<file path="config.mk">
export PLATFORM = sky130hd
export DESIGN_NAME = axi_rd_xbar
export DESIGN_NICKNAME = d
export VERILOG_FILES = /design/src/axi_rd_pkg.sv /design/src/ar_arbiter.sv /design/src/ar_router.sv /design/src/axi_rd_xbar.sv /design/src/default_slave.sv /design/src/r_router.sv
export SDC_FILE = /design/constraint.sdc
export NUM_CORES = 1
export LEC_CHECK = 0
export BUFFER_PORTS_ARGS = -buffer_cell sky130_fd_sc_hd__buf_4
export CORE_AREA = 3 3 139 141
export CTS_CLUSTER_SIZE = 12
export DETAILED_ROUTE_END_ITERATION = 7
export DIE_AREA = 0 0 142 144
export GPL_ROUTABILITY_DRIVEN = 0
export PLACE_DENSITY = 0.43
export SYNTH_ARGS = -nofsm -noshare
export SYNTH_HDL_FRONTEND = slang
export SYNTH_SLANG_ARGS = --single-unit
</file>
<file path="constraint.sdc">
create_clock -name ACLK -period 3.2 [get_ports ACLK]
set_input_delay 0.64 -clock ACLK [delete_from_list [all_inputs] [get_ports ACLK]]
set_output_delay 0.64 -clock ACLK [all_outputs]
set_load 0.01 [all_outputs]
</file>
<file path="src/axi_rd_pkg.sv">
// AXI read crossbar shared definitions
// Bus widths, the slave address map, response codes and the
// packed channel structs used on the master and slave sides

package axi_rd_pkg;

    // ============================================================
    // Widths
    // ============================================================
    localparam int ID_BITS    = 4;
    // Master index prepended to the ID on the slave side
    localparam int MST_BITS   = 1;
    localparam int ADDR_BITS  = 32;
    localparam int DATA_BITS  = 32;
    // Burst carries len + 1 beats
    localparam int LEN_BITS   = 4;
    localparam int SIZE_BITS  = 3;
    localparam int BURST_BITS = 2;
    localparam int RESP_BITS  = 2;

    // ============================================================
    // Address map
    // ============================================================
    // A region hits when (addr & MASK) == BASE
    localparam logic [ADDR_BITS-1:0] S0_BASE = 32'h0000_0000;
    localparam logic [ADDR_BITS-1:0] S0_MASK = 32'hFFFF_0000;
    localparam logic [ADDR_BITS-1:0] S1_BASE = 32'h0001_0000;
    localparam logic [ADDR_BITS-1:0] S1_MASK = 32'hFFFF_0000;

    // Response codes
    localparam logic [RESP_BITS-1:0] RESP_OKAY   = 2'b00;
    localparam logic [RESP_BITS-1:0] RESP_DECERR = 2'b11;

    // Master index values carried in the slave-side ID
    localparam logic [MST_BITS-1:0] M0_IDX = 1'b0;
    localparam logic [MST_BITS-1:0] M1_IDX = 1'b1;

    // ============================================================
    // Channel types
    // ============================================================
    // One-hot grant, bit 0 is master 0
    typedef logic [1:0] mst_sel_t;

    // Slave-side ID: owning master in the top bits
    typedef struct packed {
        logic [MST_BITS-1:0] mst;
        logic [ID_BITS-1:0]  id;
    } slv_id_t;

    // AR payload seen by a master
    typedef struct packed {
        logic [ID_BITS-1:0]    id;
        logic [ADDR_BITS-1:0]  addr;
        logic [LEN_BITS-1:0]   len;
        logic [SIZE_BITS-1:0]  size;
        logic [BURST_BITS-1:0] burst;
    } ar_req_t;

    // AR payload seen by a slave
    typedef struct packed {
        slv_id_t               id;
        logic [ADDR_BITS-1:0]  addr;
        logic [LEN_BITS-1:0]   len;
        logic [SIZE_BITS-1:0]  size;
        logic [BURST_BITS-1:0] burst;
    } ar_slv_t;

    // R beat from a slave
    typedef struct packed {
        slv_id_t               id;
        logic [DATA_BITS-1:0]  data;
        logic [RESP_BITS-1:0]  resp;
        logic                  last;
    } r_slv_t;

    // R beat delivered to a master
    typedef struct packed {
        logic [ID_BITS-1:0]    id;
        logic [DATA_BITS-1:0]  data;
        logic [RESP_BITS-1:0]  resp;
        logic                  last;
    } r_mst_t;

endpackage

</file>
<file path="src/ar_arbiter.sv">
// AR arbiter
// Round-robin choice between the two masters' read requests.
// A grant stays on its master until the AR handshake completes

`timescale 1ns/1ps

module ar_arbiter (
    input  logic                 ACLK,
    input  logic                 ARESETn,
    input  axi_rd_pkg::mst_sel_t req,
    input  logic                 handshake,
    output axi_rd_pkg::mst_sel_t grant
);

    // Priority pointer, 0 favours master 0
    logic                 prio_q;
    // Held grant, zero when no grant is pending
    axi_rd_pkg::mst_sel_t lock_q;
    axi_rd_pkg::mst_sel_t rr_grant;

    // Fresh round-robin pick
    always_comb begin
        rr_grant = '0;
        if (!prio_q) begin
            if (req[0]) begin
                rr_grant = 2'b01;
            end else if (req[1]) begin
                rr_grant = 2'b10;
            end
        end else begin
            if (req[1]) begin
                rr_grant = 2'b10;
            end else if (req[0]) begin
                rr_grant = 2'b01;
            end
        end
    end

    // Pending grant wins over any new pick
    assign grant = (lock_q != '0) ? lock_q : rr_grant;

    always_ff @(posedge ACLK or negedge ARESETn) begin
        if (!ARESETn) begin
            prio_q <= 1'b0;
            lock_q <= '0;
        end else if (handshake) begin
            // Hand priority to the other master
            prio_q <= grant[0];
            lock_q <= '0;
        end else begin
            lock_q <= grant;
        end
    end

    // Grant is one-hot or idle and never names an idle requester
    a_grant_legal: assert property (@(posedge ACLK) disable iff (!ARESETn)
        $onehot0(grant) && ((grant & ~req) == '0));

endmodule

</file>
<file path="src/ar_router.sv">
// AR router
// Muxes the granted master's read request, tags its ID with the
// master index and decodes the address to slave 0, slave 1 or the
// default slave. Steers valid out and ready back

`timescale 1ns/1ps

module ar_router (
    input  axi_rd_pkg::mst_sel_t grant,
    input  axi_rd_pkg::ar_req_t  m0_ar,
    input  logic                 m0_ar_valid,
    input  axi_rd_pkg::ar_req_t  m1_ar,
    input  logic                 m1_ar_valid,
    output logic                 m0_ar_ready,
    output logic                 m1_ar_ready,
    output axi_rd_pkg::ar_slv_t  s_ar,
    output logic                 s0_ar_valid,
    output logic                 s1_ar_valid,
    output logic                 sd_ar_valid,
    input  logic                 s0_ar_ready,
    input  logic                 s1_ar_ready,
    input  logic                 sd_ar_ready,
    output logic                 handshake
);

    axi_rd_pkg::ar_req_t sel_ar;
    logic                sel_valid;
    logic                hit_s0;
    logic                hit_s1;
    logic                sel_ready;

    // ============================================================
    // Request mux and ID tag
    // ============================================================
    always_comb begin
        sel_ar    = '0;
        sel_valid = 1'b0;
        s_ar      = '0;
        if (grant[0]) begin
            sel_ar      = m0_ar;
            sel_valid   = m0_ar_valid;
            s_ar.id.mst = axi_rd_pkg::M0_IDX;
        end else if (grant[1]) begin
            sel_ar      = m1_ar;
            sel_valid   = m1_ar_valid;
            s_ar.id.mst = axi_rd_pkg::M1_IDX;
        end
        // Broadcast payload, only valid is steered
        s_ar.id.id = sel_ar.id;
        s_ar.addr  = sel_ar.addr;
        s_ar.len   = sel_ar.len;
        s_ar.size  = sel_ar.size;
        s_ar.burst = sel_ar.burst;
    end

    // ============================================================
    // Decode and valid steering
    // ============================================================
    assign hit_s0 = (sel_ar.addr & axi_rd_pkg::S0_MASK) == axi_rd_pkg::S0_BASE;
    assign hit_s1 = (sel_ar.addr & axi_rd_pkg::S1_MASK) == axi_rd_pkg::S1_BASE;

    always_comb begin
        s0_ar_valid = sel_valid && hit_s0;
        s1_ar_valid = sel_valid && hit_s1;
        // Anything outside the map goes to the default slave
        sd_ar_valid = sel_valid && !hit_s0 && !hit_s1;
        // Two regions of the map that overlap would raise two valids
        a_one_target: assert ($onehot0({s0_ar_valid, s1_ar_valid, sd_ar_valid}));
    end

    // Ready from the decoded slave only
    assign sel_ready = hit_s0 ? s0_ar_ready :
                       hit_s1 ? s1_ar_ready : sd_ar_ready;

    assign m0_ar_ready = grant[0] && sel_ready;
    assign m1_ar_ready = grant[1] && sel_ready;

    // Pulse to the arbiter
    assign handshake = sel_valid && sel_ready;

endmodule

</file>
<file path="src/axi_rd_xbar.sv">
// AXI read crossbar, two masters to two slaves
// Master 0 fetches instructions, master 1 reads data. Unmapped
// reads are answered by an internal default slave

`timescale 1ns/1ps

module axi_rd_xbar (
    input  logic                 ACLK,
    input  logic                 ARESETn,

    // ============================================================
    // Master ports
    // ============================================================
    input  axi_rd_pkg::ar_req_t  m0_ar,
    input  logic                 m0_ar_valid,
    output logic                 m0_ar_ready,
    output axi_rd_pkg::r_mst_t   m0_r,
    output logic                 m0_r_valid,
    input  logic                 m0_r_ready,

    input  axi_rd_pkg::ar_req_t  m1_ar,
    input  logic                 m1_ar_valid,
    output logic                 m1_ar_ready,
    output axi_rd_pkg::r_mst_t   m1_r,
    output logic                 m1_r_valid,
    input  logic                 m1_r_ready,

    // ============================================================
    // Slave ports
    // ============================================================
    output axi_rd_pkg::ar_slv_t  s0_ar,
    output logic                 s0_ar_valid,
    input  logic                 s0_ar_ready,
    input  axi_rd_pkg::r_slv_t   s0_r,
    input  logic                 s0_r_valid,
    output logic                 s0_r_ready,

    output axi_rd_pkg::ar_slv_t  s1_ar,
    output logic                 s1_ar_valid,
    input  logic                 s1_ar_ready,
    input  axi_rd_pkg::r_slv_t   s1_r,
    input  logic                 s1_r_valid,
    output logic                 s1_r_ready
);

    axi_rd_pkg::mst_sel_t ar_grant;
    logic                 ar_handshake;
    // Granted request, seen by every slave
    axi_rd_pkg::ar_slv_t  ar_bcast;
    // Default slave channels
    logic                 sd_ar_valid;
    logic                 sd_ar_ready;
    axi_rd_pkg::r_slv_t   sd_r;
    logic                 sd_r_valid;
    logic                 sd_r_ready;

    assign s0_ar = ar_bcast;
    assign s1_ar = ar_bcast;

    ar_arbiter u_ar_arbiter (
        .ACLK      (ACLK),
        .ARESETn   (ARESETn),
        .req       ({m1_ar_valid, m0_ar_valid}),
        .handshake (ar_handshake),
        .grant     (ar_grant)
    );

    ar_router u_ar_router (
        .grant       (ar_grant),
        .m0_ar       (m0_ar),
        .m0_ar_valid (m0_ar_valid),
        .m1_ar       (m1_ar),
        .m1_ar_valid (m1_ar_valid),
        .m0_ar_ready (m0_ar_ready),
        .m1_ar_ready (m1_ar_ready),
        .s_ar        (ar_bcast),
        .s0_ar_valid (s0_ar_valid),
        .s1_ar_valid (s1_ar_valid),
        .sd_ar_valid (sd_ar_valid),
        .s0_ar_ready (s0_ar_ready),
        .s1_ar_ready (s1_ar_ready),
        .sd_ar_ready (sd_ar_ready),
        .handshake   (ar_handshake)
    );

    r_router u_r_router (
        .s0_r       (s0_r),
        .s0_r_valid (s0_r_valid),
        .s1_r       (s1_r),
        .s1_r_valid (s1_r_valid),
        .sd_r       (sd_r),
        .sd_r_valid (sd_r_valid),
        .s0_r_ready (s0_r_ready),
        .s1_r_ready (s1_r_ready),
        .sd_r_ready (sd_r_ready),
        .m0_r       (m0_r),
        .m0_r_valid (m0_r_valid),
        .m1_r       (m1_r),
        .m1_r_valid (m1_r_valid),
        .m0_r_ready (m0_r_ready),
        .m1_r_ready (m1_r_ready)
    );

    // Catches every unmapped read
    default_slave u_default_slave (
        .ACLK     (ACLK),
        .ARESETn  (ARESETn),
        .ar       (ar_bcast),
        .ar_valid (sd_ar_valid),
        .ar_ready (sd_ar_ready),
        .r        (sd_r),
        .r_valid  (sd_r_valid),
        .r_ready  (sd_r_ready)
    );

endmodule

</file>
<file path="src/default_slave.sv">
// Default slave
// Accepts reads to unmapped addresses and returns the requested
// number of beats with zero data and a decode-error response

`timescale 1ns/1ps

module default_slave (
    input  logic                ACLK,
    input  logic                ARESETn,
    input  axi_rd_pkg::ar_slv_t ar,
    input  logic                ar_valid,
    output logic                ar_ready,
    output axi_rd_pkg::r_slv_t  r,
    output logic                r_valid,
    input  logic                r_ready
);

    typedef enum logic {
        ST_IDLE,
        ST_BUSY
    } state_t;

    state_t                          state_q;
    logic [axi_rd_pkg::LEN_BITS-1:0] cnt_q;
    logic [axi_rd_pkg::LEN_BITS-1:0] len_q;
    axi_rd_pkg::slv_id_t             id_q;
    logic                            ar_fire;
    logic                            r_fire;
    logic                            last_beat;

    // ============================================================
    // Handshakes
    // ============================================================
    assign ar_ready  = (state_q == ST_IDLE);
    assign ar_fire   = ar_valid && ar_ready;
    assign r_valid   = (state_q == ST_BUSY);
    assign r_fire    = r_valid && r_ready;
    assign last_beat = (cnt_q == len_q);

    // Beat payload, only last changes within a burst
    always_comb begin
        r      = '0;
        r.id   = id_q;
        r.resp = axi_rd_pkg::RESP_DECERR;
        r.last = last_beat;
    end

    // ============================================================
    // FSM and beat counter
    // ============================================================
    always_ff @(posedge ACLK or negedge ARESETn) begin
        if (!ARESETn) begin
            state_q <= ST_IDLE;
            cnt_q   <= '0;
        end else begin
            case (state_q)
                ST_IDLE: begin
                    if (ar_fire) begin
                        state_q <= ST_BUSY;
                        cnt_q   <= '0;
                    end
                end
                ST_BUSY: begin
                    if (r_fire) begin
                        // Last beat out, ready for next AR
                        if (last_beat) begin
                            state_q <= ST_IDLE;
                        end else begin
                            cnt_q <= cnt_q + 1'b1;
                        end
                    end
                end
                default: state_q <= ST_IDLE;
            endcase
        end
    end

    // Request fields kept for the burst
    always_ff @(posedge ACLK) begin
        if (ar_fire) begin
            id_q  <= ar.id;
            len_q <= ar.len;
        end
    end

    // Stalled beat holds until taken
    a_r_hold: assert property (@(posedge ACLK) disable iff (!ARESETn)
        (r_valid && !r_ready) |=> (r_valid && $stable(r)));

endmodule

</file>
<file path="src/r_router.sv">
// R router
// Picks one slave's read beat by fixed priority S0, S1, default,
// strips the master index from its ID and hands it to that master

`timescale 1ns/1ps

module r_router (
    input  axi_rd_pkg::r_slv_t s0_r,
    input  logic               s0_r_valid,
    input  axi_rd_pkg::r_slv_t s1_r,
    input  logic               s1_r_valid,
    input  axi_rd_pkg::r_slv_t sd_r,
    input  logic               sd_r_valid,
    output logic               s0_r_ready,
    output logic               s1_r_ready,
    output logic               sd_r_ready,
    output axi_rd_pkg::r_mst_t m0_r,
    output logic               m0_r_valid,
    output axi_rd_pkg::r_mst_t m1_r,
    output logic               m1_r_valid,
    input  logic               m0_r_ready,
    input  logic               m1_r_ready
);

    axi_rd_pkg::r_slv_t sel_r;
    axi_rd_pkg::r_mst_t beat;
    logic               sel_valid;
    logic               to_m1;
    logic               mst_ready;

    // Fixed priority slave select
    always_comb begin
        sel_r     = '0;
        sel_valid = 1'b0;
        if (s0_r_valid) begin
            sel_r     = s0_r;
            sel_valid = 1'b1;
        end else if (s1_r_valid) begin
            sel_r     = s1_r;
            sel_valid = 1'b1;
        end else if (sd_r_valid) begin
            sel_r     = sd_r;
            sel_valid = 1'b1;
        end
    end

    // Master index decides the destination
    assign to_m1 = (sel_r.id.mst == axi_rd_pkg::M1_IDX);

    // Drop the tag, keep the master's own ID
    assign beat = '{id: sel_r.id.id, data: sel_r.data, resp: sel_r.resp, last: sel_r.last};

    assign m0_r = beat;
    assign m1_r = beat;

    // Each master matches its own index value
    always_comb begin
        m0_r_valid = sel_valid && (sel_r.id.mst == axi_rd_pkg::M0_IDX);
        m1_r_valid = sel_valid && (sel_r.id.mst == axi_rd_pkg::M1_IDX);
        a_one_master: assert (!(m0_r_valid && m1_r_valid));
    end

    // ============================================================
    // Ready back to the selected slave only
    // ============================================================
    assign mst_ready  = to_m1 ? m1_r_ready : m0_r_ready;
    assign s0_r_ready = s0_r_valid && mst_ready;
    assign s1_r_ready = !s0_r_valid && s1_r_valid && mst_ready;
    assign sd_r_ready = !s0_r_valid && !s1_r_valid && sd_r_valid && mst_ready;

endmodule

</file>
==> summary.txt <==
Final Instance Area = 4900 µm²
synth unique cells = 40
WP buf/inv = 2
DRC viols = 0
Fmax = 340 MHz
Crit Path Class = input port to output pin
Critical Path End Type = output pin
top sig layer = met4
worst-path fanout max = 3
vias in the first global route = 3,407
Ys Warns = 0
Routed WL = 13.4 mm
Switching Share = 43.7%
H-tree depth = 1
worst vdd ir = 0.000300 V
CP required = 2.56 ns
Leak = 2.55 nW
Via density = 4.19
Slew Limit Fails = 0
maximum clock path buffer count = 2
worst rel slew slack = 67.6%
CP max stage delay = 0.32 ns
total CTS buffers = 3
largest family of logic cells by synthesized area = compound AO/OA/AOI/OAI gates
1st-iter DRT viols = 81
cell count after synthesis = 300
unrepaired setup endpoints after global routing = no
clk_lat worst skew = 0.25 ns
Fillers = 1,987
cell internal pwr = 1.82 mW
Post-synth EDFFs = 9
register area share after synthesis = 19.1%
Finish-stage setup viols = 0
TNS Setup = 0 ns
flop and latch count out of synthesis = 17
post-CTS sizing = 0
wl on met1 = 4.72 mm
n_diodes = 0
Synth Area in XOR/XNOR = 2.13%
power per cell area = 658 nW/µm²
CTS tree = done
Syn-to-layout area delta = 99.1%
ANT nets after route = 0
Die H = 144 µm
largest delay contributor family on the critical path = simple AND/OR/NAND/NOR gates
Multi-input gate area = 1280 µm²
post-CTS setup buffers = 0
largest area contributor in the synthesized netlist = a22o_1
Synth Area in Compound Gates = 34.1%
Total Routing Usage GR = 11.8%
Port-buffer cells = 357
Mapped Nets = 481
vias post-DR = 3,335
Post-Syn Area = 2460 µm²
die area = 20,400 µm²
max-cap violations = 0
Synth Area per Inst = 8.21 µm²
CP arrival = 2.30 ns
Root Buffer = clkbuf_16
CP dominant cell by count = buf_4
Primary FF master, synth = edfxtp_1
GRT Residual Overflow = 0
share of the synthesized area in the top cell type = 26.7%
mux cell area share after synthesis = 1.83%
final hold vios = 0
I/O pin count = 358
clk slew on worst S/H paths = 0.06 ns
share of flip-flops with an asynchronous set or reset = 47.1%
largest net degree at the start of global routing = 54
initial antenna violation count = 0
ratio of cells with drive above 1 in the final layout = 67.9%
Post-DP HPWL = 12.1 mm
Synth Area in Simple Gates = 12.5%
crit start category = input port
Final Power = 3.23 mW
number of nets in the layout = 749
First-pass DRT Iterations = 4
Slowest cell on crit path = a22oi_1
P_sw = 1.41 mW
Die W = 142 µm
Clock power frac = 8.0%
outcome = finished clean
total core area = 18,100 µm²
routed wl met3 = 1.20 mm
Synth area leaders = a22o_1, buf_4, edfxtp_1, dfrtp_1, clkbuf_1
initial core utilization = 13.6%
Seq pwr share = 10.7%
worst path cell trace = buf_4 > nor4_1 > nand4_1 > a22oi_1 > and2b_4 > or2_2 > nor2b_1 > buf_4
register area = 470 µm²
DR WL/cell = 16.9 µm
hold buffer count at CTS = 0
dpl cell area = 4820 µm²
power share of the combinational group = 81.3%
first-pass GRT wire length = 19.1 mm
# rows = 49
WL met2 = 7.37 mm
Worst Hold Class = input port to asynchronous set/reset pin
Fin Clk Skew = 0.00456 ns
post-synthesis adder-cell area fraction = 0.508%
worst slew pin tran = 0.480 ns
TritonCTS Sinks = 17
period utilization = 92.0%
crit path time final = 2.94 ns
flip-flops by register name, indices dropped and copies added, names as in the netlist:
signal                   cells
u_default_slave.len_q        4
u_ar_arbiter.lock_q          2
u_ar_arbiter.prio_q          1
u_default_slave.cnt_q        4
u_default_slave.r            5
u_default_slave.r_valid      1
cells in the final DEF (no fill, tap or decap), types with 3 or more instances in the layout:
cell,instances
xor2_1,5
nor4_1,6
o21ai_0,10
nand2_1,13
buf_4,370
clkbuf_16,3
dfrtp_1,8
nor3_1,4
mux2i_1,3
a21oi_1,4
a22o_1,75
inv_1,3
edfxtp_1,9
nand3_1,5
nor2b_1,5
nor2_1,12
a22oi_1,6
cell usage after synthesis, types with 3 or more instances:
| cell | instances |
|---|---|
| buf_4 | 85 |
| a22o_1 | 75 |
| clkbuf_1 | 18 |
| nand2_1 | 13 |
| nor2_1 | 12 |
| o21ai_0 | 10 |
| edfxtp_1 | 9 |
| dfrtp_1 | 8 |
| a22oi_1 | 6 |
| nor2b_1 | 6 |
| nor4_1 | 6 |
| nand3_1 | 5 |
| nor3_1 | 5 |
| xor2_1 | 5 |
| a21oi_1 | 4 |
| buf_1 | 3 |
| inv_1 | 3 |
| mux2i_1 | 3 |
stage by stage:
stage | hold WS (ns) | utilization (%) | setup slack (ns) | std cells
final | 0.196 | 27.1 | 0.257 | 796
after global routing | 0.196 | 27.1 | 0.0797 | 796
after CTS | 0.193 | 27.1 | 0.209 | 796
after detailed placement | 0.469 | 26.7 | 0.225 | 792
after global placement | 0.468 | 26.7 | 0.219 | 792
after floorplan | 0.344 | - | 0.563 | 300
area by class of cell:
cell class	instances	share of cell area (%)
clock inverters	1	0.102
multi-input cells	173	26.1
well taps	229	5.84
clock buffers	3	1.53
inverters	3	0.230
repair buffers	370	56.6
flip-flops and latches	17	9.59
worst reg2reg max path, cell delays in order (launching register included):
cell and delay [ns]:
dfrtp_1 0.39, nand2_1 0.07, a31o_2 0.19, buf_4 0.33, nand3_1 0.13, o2111a_2 0.17, or3_4 0.38, mux2_4 0.30
layer usage:
layer | up-vias | global-route usage, %
li1 | 1564 | -
met1 | 1534 | 12.6
met2 | 229 | 23.6
met3 | 8 | 2.31
met4 | 0 | 2.88
met5 | - | 0
final timing paths:
path	slack, ns	from	cells after the start	end
max reg2reg	1.13	u_ar_arbiter.prio_q	7	u_ar_arbiter.prio_q
min reg2reg	0.54	u_ar_arbiter.prio_q	1	u_ar_arbiter.prio_q
max in group asynchronous	2.87	ARESETn	1	u_ar_arbiter.lock_q[0]
min in group ACLK	0.54	u_ar_arbiter.prio_q	1	u_ar_arbiter.prio_q
min	0.20	ARESETn	1	u_default_slave.r_valid
max	0.26	m0_ar[34]	8	m0_ar_ready
power groups by stage:
stage	Clock, mW	Combinational (mW)	Sequential (mW)
after floorplan	0	1.60	0.338
after detailed placement	0	2.67	0.350
after global placement	0	2.67	0.347
final	0.257	2.62	0.345
after global routing	0.280	2.82	0.354
after CTS	0.269	2.67	0.347
kinds of logic (layout without fill, tap and decap cells):
| family | Yosys count | count (layout) |
|---|---|---|
| buffers and inverters | 110 | 377 |
| AOI/OAI and AO/OA | 103 | 103 |
| and+or+nand+nor | 59 | 59 |
| DFF | 17 | 17 |
| xor gates and xnor gates | 6 | 6 |
| muxes | 4 | 4 |
| adders and majority gates | 1 | 1 |
No activity file was read; power rests on OpenSTA's default activity.
